## src/switch_cfg_pkg.sv

```systemverilog
package switch_cfg_pkg;

	// Word layout
	parameter int WORD_W = 10;  // Bits in one switched word
	parameter int DEST_W = 2;   // Destination field width

	// The destination sits in the top DEST_W bits of each word
	// Bits below it are payload and pass through untouched

	// Port count
	parameter int NPORTS = 4;   // Ingress and egress alike

	// Queue sizing
	parameter int DEPTH_DEFAULT = 8;   // Words per queue unless the top overrides it

	// Flow control
	parameter int AF_THR_DEFAULT = 6;  // Almost-full level used before init

	// Sanity of the layout
	// DEST_W must address all NPORTS egress queues
	// WORD_W must leave room for the destination field

endpackage
```

## src/switch_types_pkg.sv

```systemverilog
package switch_types_pkg;

	import switch_cfg_pkg::*;

	// Plain vectors
	typedef logic [WORD_W-1:0] word_t;      // One data word
	typedef logic [DEST_W-1:0] dest_t;      // Egress port index
	typedef logic [NPORTS-1:0] port_vec_t;  // One flag per port
	typedef logic [7:0]        thr_t;       // Almost-full level against occupancy

	// Controller states
	typedef enum logic [1:0] {
		ST_RESET,   // Held while arst_n is low
		ST_INIT,    // Threshold capture
		ST_IDLE,    // Enabled with nothing queued
		ST_ACTIVE   // Traffic in flight
	} ctrl_state_t;

	// Ingress side to arbiter
	typedef struct packed {
		word_t [NPORTS-1:0] head;   // First-word-fall-through heads
		port_vec_t          empty;  // Head valid when its bit is 0
	} ingress_stat_t;

	// Arbiter to egress side
	typedef struct packed {
		port_vec_t push;  // At most one bit set
		word_t     word;  // Shared write word
	} xfer_t;

endpackage

```

## src/switch_top.sv

```systemverilog
`timescale 1ns/100ps

module switch_top #(
	parameter int FIFO_DEPTH = switch_cfg_pkg::DEPTH_DEFAULT  // Depth of all eight queues
) (
	input  logic                                                 clk,
	input  logic                                                 arst_n,
	// Control
	input  logic                                                 init,
	input  switch_types_pkg::thr_t                               thr_in,
	// Ingress
	input  switch_types_pkg::port_vec_t                          in_push,
	input  switch_types_pkg::word_t [switch_cfg_pkg::NPORTS-1:0] in_word,
	output switch_types_pkg::port_vec_t                          in_full,
	// Egress
	input  switch_types_pkg::port_vec_t                          out_pop,
	output switch_types_pkg::word_t [switch_cfg_pkg::NPORTS-1:0] out_word,
	output switch_types_pkg::port_vec_t                          out_empty,
	output switch_types_pkg::port_vec_t                          eg_afull,
	// Status
	output switch_types_pkg::ctrl_state_t                        state
);

	import switch_types_pkg::*;

	ingress_stat_t in_stat;  // Ingress heads and empties
	port_vec_t     in_pop;   // Arbiter pops
	xfer_t         xfer;     // Arbiter pushes and word
	logic          arb_en;
	thr_t          af_thr;   // Shared almost-full level

	ingress_queues #(
		.FIFO_DEPTH(FIFO_DEPTH)
	) u_ingress (
		.clk     (clk),
		.arst_n  (arst_n),
		.in_push (in_push),
		.in_word (in_word),
		.pop     (in_pop),
		.af_thr  (af_thr),
		.stat    (in_stat),
		.in_full (in_full)
	);

	route_arbiter u_arbiter (
		.arb_en   (arb_en),
		.stat     (in_stat),
		.eg_afull (eg_afull),
		.pop      (in_pop),
		.xfer     (xfer)
	);

	egress_queues #(
		.FIFO_DEPTH(FIFO_DEPTH)
	) u_egress (
		.clk       (clk),
		.arst_n    (arst_n),
		.xfer      (xfer),
		.out_pop   (out_pop),
		.af_thr    (af_thr),
		.out_word  (out_word),
		.out_empty (out_empty),
		.eg_afull  (eg_afull)
	);

	flow_ctrl_fsm u_ctrl (
		.clk       (clk),
		.arst_n    (arst_n),
		.init      (init),
		.thr_in    (thr_in),
		.in_empty  (in_stat.empty),
		.out_empty (out_empty),
		.arb_en    (arb_en),
		.af_thr    (af_thr),
		.state     (state)
	);

endmodule

```

## src/flow_ctrl_fsm.sv

```systemverilog
`timescale 1ns/100ps

module flow_ctrl_fsm (
	input  logic                          clk,
	input  logic                          arst_n,
	input  logic                          init,       // Level, forces ST_INIT
	input  switch_types_pkg::thr_t        thr_in,     // Captured during init
	input  switch_types_pkg::port_vec_t   in_empty,   // Ingress empties
	input  switch_types_pkg::port_vec_t   out_empty,  // Egress empties
	output logic                          arb_en,
	output switch_types_pkg::thr_t        af_thr,     // To both queue blocks
	output switch_types_pkg::ctrl_state_t state
);

	import switch_cfg_pkg::*;
	import switch_types_pkg::*;

	ctrl_state_t state_nxt;
	logic        in_all_empty;   // No ingress word waiting
	logic        out_all_empty;  // No egress word waiting

	assign in_all_empty  = &in_empty;
	assign out_all_empty = &out_empty;

	// Next state
	always_comb begin
		state_nxt = state;
		case (state)
			ST_RESET:  state_nxt = ST_INIT;  // First edge after release
			ST_INIT: begin
				if (!init) state_nxt = ST_IDLE;
			end
			ST_IDLE: begin
				if (!in_all_empty) state_nxt = ST_ACTIVE;  // Traffic arrived
			end
			ST_ACTIVE: begin
				if (in_all_empty && out_all_empty) begin
					state_nxt = ST_IDLE;  // Fully drained
				end
			end
			default:   state_nxt = ST_RESET;
		endcase
		// Init wins from any state
		if (init) begin
			state_nxt = ST_INIT;
		end
	end

	// State register
	always_ff @(posedge clk or negedge arst_n) begin
		if (!arst_n) begin
			state <= ST_RESET;
		end else begin
			state <= state_nxt;
		end
	end

	// Threshold register
	always_ff @(posedge clk or negedge arst_n) begin
		if (!arst_n) begin
			af_thr <= thr_t'(AF_THR_DEFAULT);
		end else if (state == ST_INIT && init) begin
			af_thr <= thr_in;  // Every edge while init holds
		end
	end

	// Arbiter runs only once configured
	assign arb_en = (state == ST_IDLE) || (state == ST_ACTIVE);

endmodule

```

## src/egress_queues.sv

```systemverilog
`timescale 1ns/100ps

module egress_queues #(
	parameter int FIFO_DEPTH = switch_cfg_pkg::DEPTH_DEFAULT
) (
	input  logic                                                 clk,
	input  logic                                                 arst_n,
	// From the arbiter
	input  switch_types_pkg::xfer_t                              xfer,
	// From outside
	input  switch_types_pkg::port_vec_t                          out_pop,
	// From the controller
	input  switch_types_pkg::thr_t                               af_thr,
	// Toward outside
	output switch_types_pkg::word_t [switch_cfg_pkg::NPORTS-1:0] out_word,  // Heads
	output switch_types_pkg::port_vec_t                          out_empty,
	output switch_types_pkg::port_vec_t                          eg_afull   // Back-pressure
);

	import switch_cfg_pkg::*;
	import switch_types_pkg::*;

	port_vec_t push;   // Per-queue write strobe
	word_t     wdata;  // Shared write word

	// Unpack the transfer
	assign push  = xfer.push;
	assign wdata = xfer.word;

	// One queue per egress port
	for (genvar i = 0; i < NPORTS; i++) begin : g_out_q
		fifo_sync #(
			.FIFO_DEPTH(FIFO_DEPTH)
		) u_fifo (
			.clk         (clk),
			.arst_n      (arst_n),
			.push        (push[i]),
			.pop         (out_pop[i]),  // Ignored while empty
			.wdata       (wdata),
			.af_thr      (af_thr),
			.rdata       (out_word[i]),
			.empty       (out_empty[i]),
			.full        (),            // Arbiter stops on almost-full first
			.almost_full (eg_afull[i])
		);
	end

endmodule

```

## src/route_arbiter.sv

```systemverilog
`timescale 1ns/100ps

module route_arbiter (
	input  logic                            arb_en,    // From the controller
	input  switch_types_pkg::ingress_stat_t stat,      // Heads and empties
	input  switch_types_pkg::port_vec_t     eg_afull,  // Egress back-pressure
	output switch_types_pkg::port_vec_t     pop,       // Toward ingress queues
	output switch_types_pkg::xfer_t         xfer       // Toward egress queues
);

	import switch_cfg_pkg::*;
	import switch_types_pkg::*;

	logic  go;        // Transfer allowed this cycle
	word_t mux_word;  // Selected head
	dest_t dest;      // Its egress port

	// Any almost-full egress stops everything
	assign go = arb_en && !(|eg_afull);

	// Fixed priority pop with port 0 first
	always_comb begin
		pop = '0;
		if (go) begin
			if (!stat.empty[0]) begin
				pop[0] = 1'b1;
			end else if (!stat.empty[1]) begin
				pop[1] = 1'b1;
			end else if (!stat.empty[2]) begin
				pop[2] = 1'b1;
			end else if (!stat.empty[3]) begin
				pop[3] = 1'b1;
			end
		end
	end

	// Word mux follows the pop
	always_comb begin
		mux_word = '0;  // Nothing popped
		if (pop[0]) begin
			mux_word = stat.head[0];
		end else if (pop[1]) begin
			mux_word = stat.head[1];
		end else if (pop[2]) begin
			mux_word = stat.head[2];
		end else if (pop[3]) begin
			mux_word = stat.head[3];
		end
	end

	// Destination in the top bits
	assign dest = mux_word[WORD_W-1 -: DEST_W];

	// Push decode
	always_comb begin
		xfer = '0;
		if (|pop) begin
			xfer.word = mux_word;  // Forwarded unchanged
			case (dest)
				2'd0:    xfer.push[0] = 1'b1;
				2'd1:    xfer.push[1] = 1'b1;
				2'd2:    xfer.push[2] = 1'b1;
				default: xfer.push[3] = 1'b1;
			endcase
		end
	end

endmodule

```

## src/ingress_queues.sv

```systemverilog
`timescale 1ns/100ps

module ingress_queues #(
	parameter int FIFO_DEPTH = switch_cfg_pkg::DEPTH_DEFAULT
) (
	input  logic                                                 clk,
	input  logic                                                 arst_n,
	// From outside
	input  switch_types_pkg::port_vec_t                          in_push,
	input  switch_types_pkg::word_t [switch_cfg_pkg::NPORTS-1:0] in_word,
	// From the arbiter
	input  switch_types_pkg::port_vec_t                          pop,
	// From the controller
	input  switch_types_pkg::thr_t                               af_thr,
	// Heads and empties toward the arbiter
	output switch_types_pkg::ingress_stat_t                      stat,
	output switch_types_pkg::port_vec_t                          in_full   // Driver must hold
);

	import switch_cfg_pkg::*;
	import switch_types_pkg::*;

	word_t [NPORTS-1:0] head;   // Per-queue head word
	port_vec_t          empty;  // Per-queue empty flag

	// One queue per ingress port
	for (genvar i = 0; i < NPORTS; i++) begin : g_in_q
		fifo_sync #(
			.FIFO_DEPTH(FIFO_DEPTH)
		) u_fifo (
			.clk         (clk),
			.arst_n      (arst_n),
			.push        (in_push[i]),
			.pop         (pop[i]),      // Same edge as the transfer
			.wdata       (in_word[i]),
			.af_thr      (af_thr),
			.rdata       (head[i]),
			.empty       (empty[i]),
			.full        (in_full[i]),
			.almost_full ()             // Ingress level not needed
		);
	end

	// Pack status for the arbiter
	assign stat.head  = head;
	assign stat.empty = empty;

endmodule

```

## src/fifo_sync.sv

```systemverilog
`timescale 1ns/100ps

module fifo_sync #(
	parameter int FIFO_DEPTH = switch_cfg_pkg::DEPTH_DEFAULT  // Words held
) (
	input  logic                    clk,
	input  logic                    arst_n,
	input  logic                    push,         // Write strobe
	input  logic                    pop,          // Advance head on the edge
	input  switch_types_pkg::word_t wdata,
	input  switch_types_pkg::thr_t  af_thr,       // Almost-full level
	output switch_types_pkg::word_t rdata,        // Head word
	output logic                    empty,
	output logic                    full,
	output logic                    almost_full
);

	import switch_types_pkg::*;

	localparam int PTR_W = (FIFO_DEPTH > 1) ? $clog2(FIFO_DEPTH) : 1;
	localparam int CNT_W = $clog2(FIFO_DEPTH + 1);  // Holds 0 up to FIFO_DEPTH

	word_t            mem [FIFO_DEPTH];  // Circular buffer
	logic [PTR_W-1:0] wr_ptr;
	logic [PTR_W-1:0] rd_ptr;
	logic [CNT_W-1:0] count;             // Occupancy
	logic             do_push;
	logic             do_pop;

	// Next slot with wrap for any depth
	function automatic logic [PTR_W-1:0] ptr_inc(input logic [PTR_W-1:0] p);
		if (p == PTR_W'(FIFO_DEPTH - 1)) begin
			return '0;
		end
		return p + 1'b1;
	endfunction

	assign do_push = push && !full;   // Push to a full queue is dropped
	assign do_pop  = pop && !empty;   // Pop of an empty queue is ignored

	// Storage
	always_ff @(posedge clk) begin
		if (do_push) begin
			mem[wr_ptr] <= wdata;
		end
	end

	// Pointers and count
	always_ff @(posedge clk or negedge arst_n) begin
		if (!arst_n) begin
			wr_ptr <= '0;
			rd_ptr <= '0;
			count  <= '0;
		end else begin
			if (do_push) wr_ptr <= ptr_inc(wr_ptr);
			if (do_pop) rd_ptr <= ptr_inc(rd_ptr);
			case ({do_push, do_pop})
				2'b10:   count <= count + 1'b1;
				2'b01:   count <= count - 1'b1;
				default: count <= count;  // Both or neither keep the level
			endcase
		end
	end

	// Head falls through
	assign rdata = mem[rd_ptr];

	// Status flags
	assign empty       = (count == '0);
	assign full        = (count == CNT_W'(FIFO_DEPTH));
	assign almost_full = (thr_t'(count) >= af_thr);  // Count at or above the level

endmodule

```

## config.mk

```make
export PLATFORM = sky130hd
export DESIGN_NAME = switch_top
export DESIGN_NICKNAME = d
export VERILOG_FILES = /design/src/switch_cfg_pkg.sv /design/src/switch_types_pkg.sv /design/src/switch_top.sv /design/src/flow_ctrl_fsm.sv /design/src/egress_queues.sv /design/src/route_arbiter.sv /design/src/ingress_queues.sv /design/src/fifo_sync.sv
export SDC_FILE = /design/constraint.sdc
export NUM_CORES = 1
export LEC_CHECK = 0
export ABC_CLOCK_PERIOD_IN_PS = 8230
export BUFFER_PORTS_ARGS = -buffer_cell sky130_fd_sc_hd__buf_2
export CAP_MARGIN = 20
export CELL_PAD_IN_SITES_DETAIL_PLACEMENT = 0
export CELL_PAD_IN_SITES_GLOBAL_PLACEMENT = 1
export CORE_ASPECT_RATIO = 1.2
export CORE_UTILIZATION = 46
export CTS_BUF_LIST = sky130_fd_sc_hd__clkbuf_16
export DETAILED_ROUTE_END_ITERATION = 16
export PLACE_DENSITY_LB_ADDON = 0.08
export SYNTH_ARGS = -nofsm -noshare
export SYNTH_HDL_FRONTEND = slang
export SYNTH_HIERARCHICAL = 1
export SYNTH_SLANG_ARGS = --single-unit
```

## constraint.sdc

```tcl
create_clock -name clk -period 8.23 [get_ports clk]
set_input_delay 1.646 -clock clk [delete_from_list [all_inputs] [get_ports clk]]
set_output_delay 1.646 -clock clk [all_outputs]
set_load 0.02 [all_outputs]
```

==> flow_metrics.py, run 1 <==
metrics = {
    "routing": {
        "drtAntennaViolNets": 0,
        "post_drt_wl_per_cell_microns": 23.4,
        "num_vias": 14800,
        "drt_iter0_drc": 913,
        "drt-pass1-iter-count": 5,
        "drt_wl_total_mm": 63.3,
        "vias_per_cell": 5.48,
        "drcViolationCount": 0,
    },
    "logic_synthesis": {
        "syn_area_sq_um": 30700,
        "syn_nets": 1694,
        "syn_inst": 1555,
        "avgSynthCellArea_sq_um": 19.7,
        "synth_warnings": 6,
    },
    "sta": {
        "rsz0062_at_grt": "false",
        "clock_skew_ps": 21.9,
        "hold_ws_ps": 520,
        "hold_violations": 0,
        "clock.fmax_mhz": 216,
        "drv_slew": 0,
        "worst_slew_margin_rel_pct": 25.9,
        "layout_setup_ws_ps": 3610,
        "setup_tns_ps": 0,
        "finalSetupViolCount": 0,
        "period_share_pct": 56.2,
        "tightest_slew_ps": 1110,
        "min_period_ps": 4620,
    },
    "die": {
        "rows": 103,
        "coreArea_sq_um": 65900,
        "num_io_pins": 113,
        "fp.dieW_microns": 238,
        "die_h_microns": 285,
        "start_util_pct": 46.6,
        "dieArea_sq_um": 67700,
    },
    "critical_path": {
        "start_kind": "flip-flop",
        "r2r_cells": 15,
        "crit_type": "reg2reg",
        "cp.arrival_ps": 5140,
        "crit_path_end_kind": "flip-flop",
        "worstPathRequired_ps": 8750,
        "cp_max_fo": 10,
    },
    "worst_hold_path": {
        "min_delay_path_depth": 1,
        "hold_class": "reg2reg",
    },
    "finish": {
        "nets": 1894,
        "multi_input_area_sq_um": 8910,
        "nFillCells": 5188,
        "seq_area_sq_um": 21500,
        "drive_above_1_share_pct": 24.9,
        "areaGrowthSynthToFinish_pct": 15.1,
        "stdcell_count": 2707,
    },
    "place": {
        "gp_congestion": 0.721,
        "preCtsSetupSlack_ps": 3270,
        "post-dp-hpwl_mm": 40.3,
        "io_buffers": 112,
        "placedCellCount": 2566,
    },
    "grt": {
        "overflow": 0,
        "grt_pass1_wl_mm": 95.1,
        "grt_usage_pct": 19.1,
        "antenna_found_initial": 10,
        "grt_pass1_vias": 15200,
        "grt_start_max_net_pins": 52,
    },
    "clock_tree": {
        "cts_setup_buffers": 0,
        "ctsHoldBuffers": 0,
        "cts_buffer_depth": 3,
        "cts.sinks": 730,
        "clk_latency_ps": 600,
        "cts_buffers": 73,
        "path_clk_slew_ps": 60,
        "cts_htree_levels": 3,
        "root_buffer": "clkbuf_16",
        "cts-resized-gates": 0,
        "cts_tree": "built",
    },
    "power": {
        "p_per_area_nw_per_um2": 352,
        "ir_drop_v": 0.000203,
        "leakage_uw": 0.0127,
    },
    "outcome": {
        "status": "finished clean",
    },
    "run": {
        "max_cap_violations": 0,
    },
}
## critical path, cell delays in order, from the launching register on
cell	delay, ps
dfstp_2	570
inv_1	50
ha_1	270
a21boi_0	120
o21ai_0	160
a21oi_1	110
or4_1	770
a41o_1	580
and3b_1	370
a21bo_2	310
ha_1	260
ha_1	330
a21oi_1	180
a21oi_1	80
nor3_1	220
xor2_1	160
## placed cells by master (no fill, tap or decap), types with 37 or more instances in the layout
cell type and n:
clkbuf_16 75, buf_4 59, mux2_2 110, mux4_1 152, nor3_1 58, edfxtp_1 640
nor2_1 42, ha_1 72, dfrtp_1 88, nand2b_1 37, inv_1 58, buf_2 111
## power breakdown
part / leakage, uW / internal, uW / total, uW / switching, uW
registers: 0.00693 / 4820 / 5380 / 557
clock network: 0.00122 / 2010 / 3400 / 1390
logic: 0.00453 / 1660 / 3640 / 1980
total: 0.0127 / 8490 / 12400 / 3930
## registers in the layout, summed over array words and instances, names as in the netlist
register	cells
u_egress/g_out_q.u_fifo/wr_ptr	12
u_ctrl/af_thr	8
u_egress/g_out_q.u_fifo/mem	320
u_ingress/g_in_q.u_fifo/rd_ptr	12
u_ingress/g_in_q.u_fifo/wr_ptr	12
u_ctrl/state	2
u_ingress/g_in_q.u_fifo/mem	320
u_egress/g_out_q.u_fifo/rd_ptr	12
u_ingress/g_in_q.u_fifo/count	16
u_egress/g_out_q.u_fifo/count	16
## final cells by class
| type | instances | share of cell area, % |
|---|---|---|
| diodes | 3 | 0.0213 |
| flip-flops and latches | 730 | 60.8 |
| clock inverters | 57 | 1.64 |
| well taps | 892 | 3.16 |
| repair buffers | 178 | 3.27 |
| clock buffers | 75 | 5.32 |
| inverters | 51 | 0.542 |
| multi-input cells | 721 | 25.2 |
## final timing paths
path | slack, ps | from | end
worst min-delay path | 520 | u_ingress/g_in_q[3].u_fifo/count[3] | u_ingress/g_in_q[3].u_fifo/count[3]
max in group asynchronous | 5970 | arst_n | u_egress/g_out_q[3].u_fifo/rd_ptr[0]
min in group asynchronous | 1090 | arst_n | u_ingress/g_in_q[0].u_fifo/count[1]
worst min register to register | 520 | u_ingress/g_in_q[3].u_fifo/count[3] | u_ingress/g_in_q[3].u_fifo/count[3]
worst max register to register | 3610 | u_ctrl/af_thr[1] | u_egress/g_out_q[0].u_fifo/count[3]
worst max-delay path | 3610 | u_ctrl/af_thr[1] | u_egress/g_out_q[0].u_fifo/count[3]
## layer usage
layer | vias to the layer above | routed length, microns | track usage (%)
met5 | - | 81 | 0
met4 | 12 | 1380 | 5.97
met3 | 103 | 2390 | 3.23
met2 | 242 | 33600 | 34.0
met1 | 7640 | 25800 | 23.6
li1 | 6828 | - | -
## stage by stage
stage / instance area [sq um] / utilization (%) / total power [uW]
6_report: 35300 / 53.6 / 12400
5_1_grt: 35300 / 53.6 / 13100
4_1_cts: 35200 / 53.5 / 12600
3_5_place_dp: 32700 / 49.7 / 9150
3_3_place_gp: 32700 / 49.6 / 9050
2_1_floorplan: 30700 / - / 7780
No activity file was read; power rests on OpenSTA's default activity.
==> inputs of run 2 (changes only) <==
--- a/config.mk
+++ b/config.mk
@@ -5,7 +5,7 @@
 export SDC_FILE = /design/constraint.sdc
 export NUM_CORES = 1
 export LEC_CHECK = 0
-export ABC_CLOCK_PERIOD_IN_PS = 8230
+export ABC_CLOCK_PERIOD_IN_PS = 4280
 export BUFFER_PORTS_ARGS = -buffer_cell sky130_fd_sc_hd__buf_2
 export CAP_MARGIN = 20
 export CELL_PAD_IN_SITES_DETAIL_PLACEMENT = 0
==> constraint.sdc (replaced) <==
create_clock -name clk -period 4.28 [get_ports clk]
set_input_delay 0.856 -clock clk [delete_from_list [all_inputs] [get_ports clk]]
set_output_delay 0.856 -clock clk [all_outputs]
set_load 0.02 [all_outputs]
==> run 2 against run 1 <==
Against the previous run: cell count rose by 1.4%; hold slack worse by 310 ps; fmax up 14%; wire length rose by 1.8%; first-iteration DRC count down 7.8%; utilization up 0.21 points; clock-buffer cell count rose by 1; setup slack worse by 3400 ps; critical path type unchanged; largest cell class unchanged; largest power group unchanged.
==> flow_metrics.py, run 2 (synthesized netlist as in run 1, its figures left out) <==
metrics = {
    "routing": {
        "drcViolationCount": 0,
        "drtAntennaViolNets": 0,
        "num_vias": 14900,
        "post_drt_wl_per_cell_microns": 23.5,
        "drt-pass1-iter-count": 5,
        "drt_wl_total_mm": 64.5,
        "drt_iter0_drc": 842,
        "vias_per_cell": 5.44,
    },
    "clock_tree": {
        "cts_tree": "built",
        "path_clk_slew_ps": 70,
        "clk_latency_ps": 620,
        "root_buffer": "clkbuf_16",
        "ctsHoldBuffers": 0,
        "cts_htree_levels": 3,
        "cts.sinks": 730,
        "cts_buffer_depth": 3,
        "cts_buffers": 75,
    },
    "sta": {
        "setup_tns_ps": 0,
        "finalSetupViolCount": 0,
        "clock.fmax_mhz": 247,
        "drv_slew": 0,
        "tightest_slew_ps": 1070,
        "layout_setup_ws_ps": 229,
        "hold_violations": 0,
        "period_share_pct": 94.6,
        "worst_slew_margin_rel_pct": 28.5,
        "clock_skew_ps": 23.3,
        "hold_ws_ps": 211,
        "min_period_ps": 4050,
    },
    "critical_path": {
        "start_kind": "flip-flop",
        "crit_type": "reg2reg",
        "cp-startpoint": "u_ctrl/af_thr[1]",
        "cp.arrival_ps": 4570,
        "r2r_cells": 15,
        "worstPathRequired_ps": 4800,
        "cp_max_fo": 10,
        "crit_path_end_kind": "flip-flop",
        "rr_startpoint": "u_ctrl/af_thr[1]",
    },
    "die": {
        "num_io_pins": 113,
        "coreArea_sq_um": 65900,
        "start_util_pct": 46.6,
        "die_h_microns": 285,
        "dieArea_sq_um": 67700,
        "fp.dieW_microns": 238,
        "rows": 103,
    },
    "place": {
        "gp_congestion": 0.757,
        "post-dp-hpwl_mm": 41.1,
        "placedCellCount": 2601,
        "io_buffers": 112,
        "preCtsSetupSlack_ps": -96.3,
        "dpl-instance-area_sq_um": 32900,
    },
    "grt": {
        "top_usage_layer": "met2",
        "met2_usage_pct": 34.9,
        "grtUsageMet3_pct": 3.93,
        "grt_pass1_vias": 15600,
        "overflow": 0,
        "grt_usage_pct": 19.5,
        "grt_start_max_net_pins": 61,
        "grt_pass1_wl_mm": 96.9,
        "antenna_found_initial": 10,
        "grtUsageMet1_pct": 23.6,
    },
    "outcome": {
        "status": "finished clean",
    },
    "power": {
        "p_per_area_nw_per_um2": 674,
        "ir_drop_v": 0.000349,
        "leakage_uw": 0.0129,
    },
    "finish": {
        "reg_top3": "u_egress/g_out_q.u_fifo/mem x320, u_ingress/g_in_q.u_fifo/mem x320",
        "nets": 1927,
        "postLayoutCellArea_sq_um": 35400,
        "drive_above_1_share_pct": 25.3,
        "stdcell_count": 2746,
        "final_common_cell": "edfxtp_1",
        "mostFrequentLayoutCells": "edfxtp_1 (640), mux4_1 (152), buf_2 (111)",
        "areaGrowthSynthToFinish_pct": 15.5,
    },
    "worst_hold_path": {
        "hold_class": "in2async",
    },
    "run": {
        "max_cap_violations": 0,
    },
}
[run 2: layer usage]
layer / wire length (microns) / share of wire [%] / vias to the layer above
li1: - / - / 6896
met1: 25700 / 40 / 7645
met2: 34300 / 53 / 273
met3: 3100 / 4.8 / 96
met4: 1220 / 1.9 / 16
met5: 95 / 0.15 / -
[run 2: layout make-up]
type / count / area [sq um]
timing repair buffer: 209 / 1310
sequential: 730 / 21500
inverter: 51 / 191
clock inverter: 62 / 564
fill: 5238 / 30400
antenna: 5 / 12.5
tap: 892 / 1120
clock buffer: 76 / 1900
multi-input combinational: 721 / 8880
[run 2: worst paths after layout]
check                                                  endpoint  slack, ps
max                         u_egress/g_out_q[0].u_fifo/count[3]        230
min                        u_ingress/g_in_q[2].u_fifo/wr_ptr[2]        210
max reg2reg                 u_egress/g_out_q[0].u_fifo/count[3]        230
min reg2reg                 u_ingress/g_in_q[3].u_fifo/count[3]        520
max in group asynchronous                      u_ctrl/af_thr[1]       3260
min in group clk                                u_ctrl/state[1]        460
[run 2: worst max-delay path, stage by stage (launching register included)]
cell and delay, ps:
dfstp_2 570, inv_1 50, ha_1 280, a21boi_0 120
o21ai_0 190, a21oi_1 120, or4_4 570, a41o_1 250
and3b_1 250, a21bo_2 310, ha_1 260, ha_1 330
a21oi_1 210, a21oi_1 110, nor3_2 180, xor2_1 160
[run 2: stage by stage]
stage	utilization (%)	power, uW
6_report	53.8	23900
5_1_grt	53.8	25200
4_1_cts	53.7	24300
3_5_place_dp	50.0	17700
3_3_place_gp	50.0	17500
2_1_floorplan	-	15000
[run 2: power breakdown]
| group | total (uW) | switching [uW] | leakage (uW) | internal (uW) |
|---|---|---|---|---|
| clock | 6500 | 2660 | 0.00131 | 3840 |
| sequential | 10300 | 1030 | 0.00693 | 9270 |
| combinational | 7090 | 3900 | 0.00467 | 3190 |
[run 2: what timing repair did]
item,4_1_cts,5_1_grt
setup endpoints to repair,1,6
resized for setup,1,6
pin swaps,0,0
setup buffers,0,1
==> inputs of run 3 (changes only) <==
--- a/config.mk
+++ b/config.mk
@@ -6,7 +6,6 @@
 export NUM_CORES = 1
 export LEC_CHECK = 0
 export ABC_CLOCK_PERIOD_IN_PS = 4280
-export BUFFER_PORTS_ARGS = -buffer_cell sky130_fd_sc_hd__buf_2
 export CAP_MARGIN = 20
 export CELL_PAD_IN_SITES_DETAIL_PLACEMENT = 0
 export CELL_PAD_IN_SITES_GLOBAL_PLACEMENT = 1
@@ -14,6 +13,7 @@
 export CORE_UTILIZATION = 46
 export CTS_BUF_LIST = sky130_fd_sc_hd__clkbuf_16
 export DETAILED_ROUTE_END_ITERATION = 16
+export DONT_BUFFER_PORTS = 1
 export PLACE_DENSITY_LB_ADDON = 0.08
 export SYNTH_ARGS = -nofsm -noshare
 export SYNTH_HDL_FRONTEND = slang
==> run 3 against run 2 <==
Against the previous run: design area down 1.7%; clock power down 4.5%; cell count down 3.9%; non-clock buffer count down 104; power down 2.5%; flip-flop and latch count unchanged; combinational power down 4.1%.
==> flow_metrics.py, run 3 (synthesized netlist as in run 1, its figures left out) <==
metrics = {
    "power": {
        "leakage_uw": 0.0124,
        "power_uw": 23300,
        "p_per_area_nw_per_um2": 668,
        "ir_drop_v": 0.000334,
    },
    "clock_tree": {
        "path_clk_slew_ps": 60,
        "cts_buffer_depth": 3,
        "cts_setup_buffers": 0,
        "cts_htree_levels": 3,
        "root_buffer": "clkbuf_16",
        "clk_latency_ps": 610,
        "cts_tree": "built",
        "cts_buffers": 75,
        "cts.sinks": 730,
    },
    "place": {
        "preCtsSetupSlack_ps": 113,
        "post-dp-hpwl_mm": 40.9,
        "dpl-instance-area_sq_um": 32400,
        "placedCellCount": 2496,
        "gp_congestion": 0.746,
        "io_buffers": 0,
    },
    "sta": {
        "finalSetupViolCount": 0,
        "layout_setup_ws_ps": 179,
        "drv_slew": 0,
        "min_period_ps": 4100,
        "tightest_slew_ps": 951,
        "clock.fmax_mhz": 244,
        "hold_violations": 0,
        "clock_skew_ps": 35.7,
        "worst_slew_margin_rel_pct": 36.1,
        "period_share_pct": 95.8,
        "setup_tns_ps": 0,
    },
    "finish": {
        "postLayoutCellArea_sq_um": 34900,
        "stdcell_count": 2638,
        "final_common_cell": "edfxtp_1",
        "drive_above_1_share_pct": 20.9,
        "areaGrowthSynthToFinish_pct": 13.6,
        "mostFrequentLayoutCells": "edfxtp_1 (640), mux4_1 (152), mux2_2 (110)",
        "nets": 1823,
        "nFillCells": 5230,
        "reg_top3": "u_egress/g_out_q.u_fifo/mem x320, u_ingress/g_in_q.u_fifo/mem x320",
    },
    "grt": {
        "grt_usage_pct": 19.4,
        "grt_pass1_wl_mm": 96.4,
        "overflow": 0,
        "antenna_found_initial": 3,
        "grt_pass1_vias": 15000,
        "grt_start_max_net_pins": 89,
    },
    "critical_path": {
        "start_kind": "flip-flop",
        "crit_type": "reg2reg",
        "cp.arrival_ps": 4610,
        "crit_path_end_kind": "flip-flop",
        "worstPathRequired_ps": 4790,
        "cp_max_fo": 7,
    },
    "routing": {
        "wirelength_met1_mm": 26.0,
        "drcViolationCount": 0,
        "highest_layer": "met5",
        "met3_wirelength_mm": 3.18,
        "vias_per_cell": 5.51,
        "post_drt_wl_per_cell_microns": 24.4,
        "num_vias": 14500,
        "drt-pass1-iter-count": 5,
        "drt_wl_total_mm": 64.4,
        "route.met2.wl_mm": 34.0,
        "drtAntennaViolNets": 0,
        "drt_iter0_drc": 823,
    },
    "worst_hold_path": {
        "hold_class": "in2async",
    },
    "die": {
        "start_util_pct": 46.6,
        "num_io_pins": 113,
        "dieArea_sq_um": 67700,
        "coreArea_sq_um": 65900,
        "fp.dieW_microns": 238,
        "die_h_microns": 285,
        "rows": 103,
    },
    "outcome": {
        "status": "finished clean",
    },
    "run": {
        "max_cap_violations": 0,
    },
}
==> run 3: worst max-delay path, stage by stage (launching register included) <==
cell,delay [ps]
dfrtp_1,480
buf_4,190
mux4_1,550
mux2_2,320
nor2b_1,140
a21oi_1,210
a31o_2,260
nor3b_1,250
buf_4,170
a21bo_2,230
ha_1,230
ha_1,330
a21oi_1,180
a21oi_1,90
nor3_1,210
xor2_1,160
==> run 3: final cells by class <==
type | count | area (sq um) | share of cell area, %
flip-flops and latches | 730 | 21500 | 61.6
multi-input cells | 721 | 8890 | 25.5
clock buffers | 76 | 1900 | 5.46
well taps | 892 | 1120 | 3.20
repair buffers | 105 | 831 | 2.38
clock inverters | 62 | 442 | 1.27
inverters | 51 | 191 | 0.549
diodes | 1 | 2.50 | 0.00718
==> run 3: per-stage QoR <==
stage | util (%) | hold slack [ps]
after floorplan | - | 464
after global placement | 49.2 | 462
after detailed placement | 49.3 | 471
after CTS | 52.9 | 76.4
after global routing | 52.9 | 94.7
final | 52.9 | 120
==> run 3: final timing paths <==
kind                                                      start                                   end  slack (ps)  depth (start not counted)
max                        u_ingress/g_in_q[2].u_fifo/rd_ptr[0]   u_egress/g_out_q[1].u_fifo/count[3]         180                         15
min                                                      arst_n                      u_ctrl/af_thr[1]         120                          0
max reg2reg                u_ingress/g_in_q[2].u_fifo/rd_ptr[0]   u_egress/g_out_q[1].u_fifo/count[3]         180                         15
min reg2reg                u_egress/g_out_q[3].u_fifo/rd_ptr[0]  u_egress/g_out_q[3].u_fifo/rd_ptr[0]         480                          1
max in group asynchronous                                arst_n  u_egress/g_out_q[3].u_fifo/rd_ptr[0]        3620                          1
min in group clk                                           init                       u_ctrl/state[1]         330                          1
==> run 3: per-layer routing <==
metal / vias to the layer above / track usage [%]
li1: 6685 / -
met1: 7522 / 23.6
met2: 237 / 34.5
met3: 94 / 4.29
met4: 6 / 5.53
met5: - / 0
==> run 3: report_power, final <==
part           leakage (uW)  switching [uW]  internal, uW
Combinational       0.00426            3810          2990
Sequential          0.00693             997          9270
Clock               0.00121            2670          3540
Total                0.0124            7490         15800
==> run 3: what timing repair did <==
| action | in CTS | in global routing |
|---|---|---|
| hold endpoints to repair | 88 | 0 |
| endpoints found under the setup margin | 0 | 2 |
| gates resized for setup | 0 | 3 |
| hold buffers | 1 | 0 |
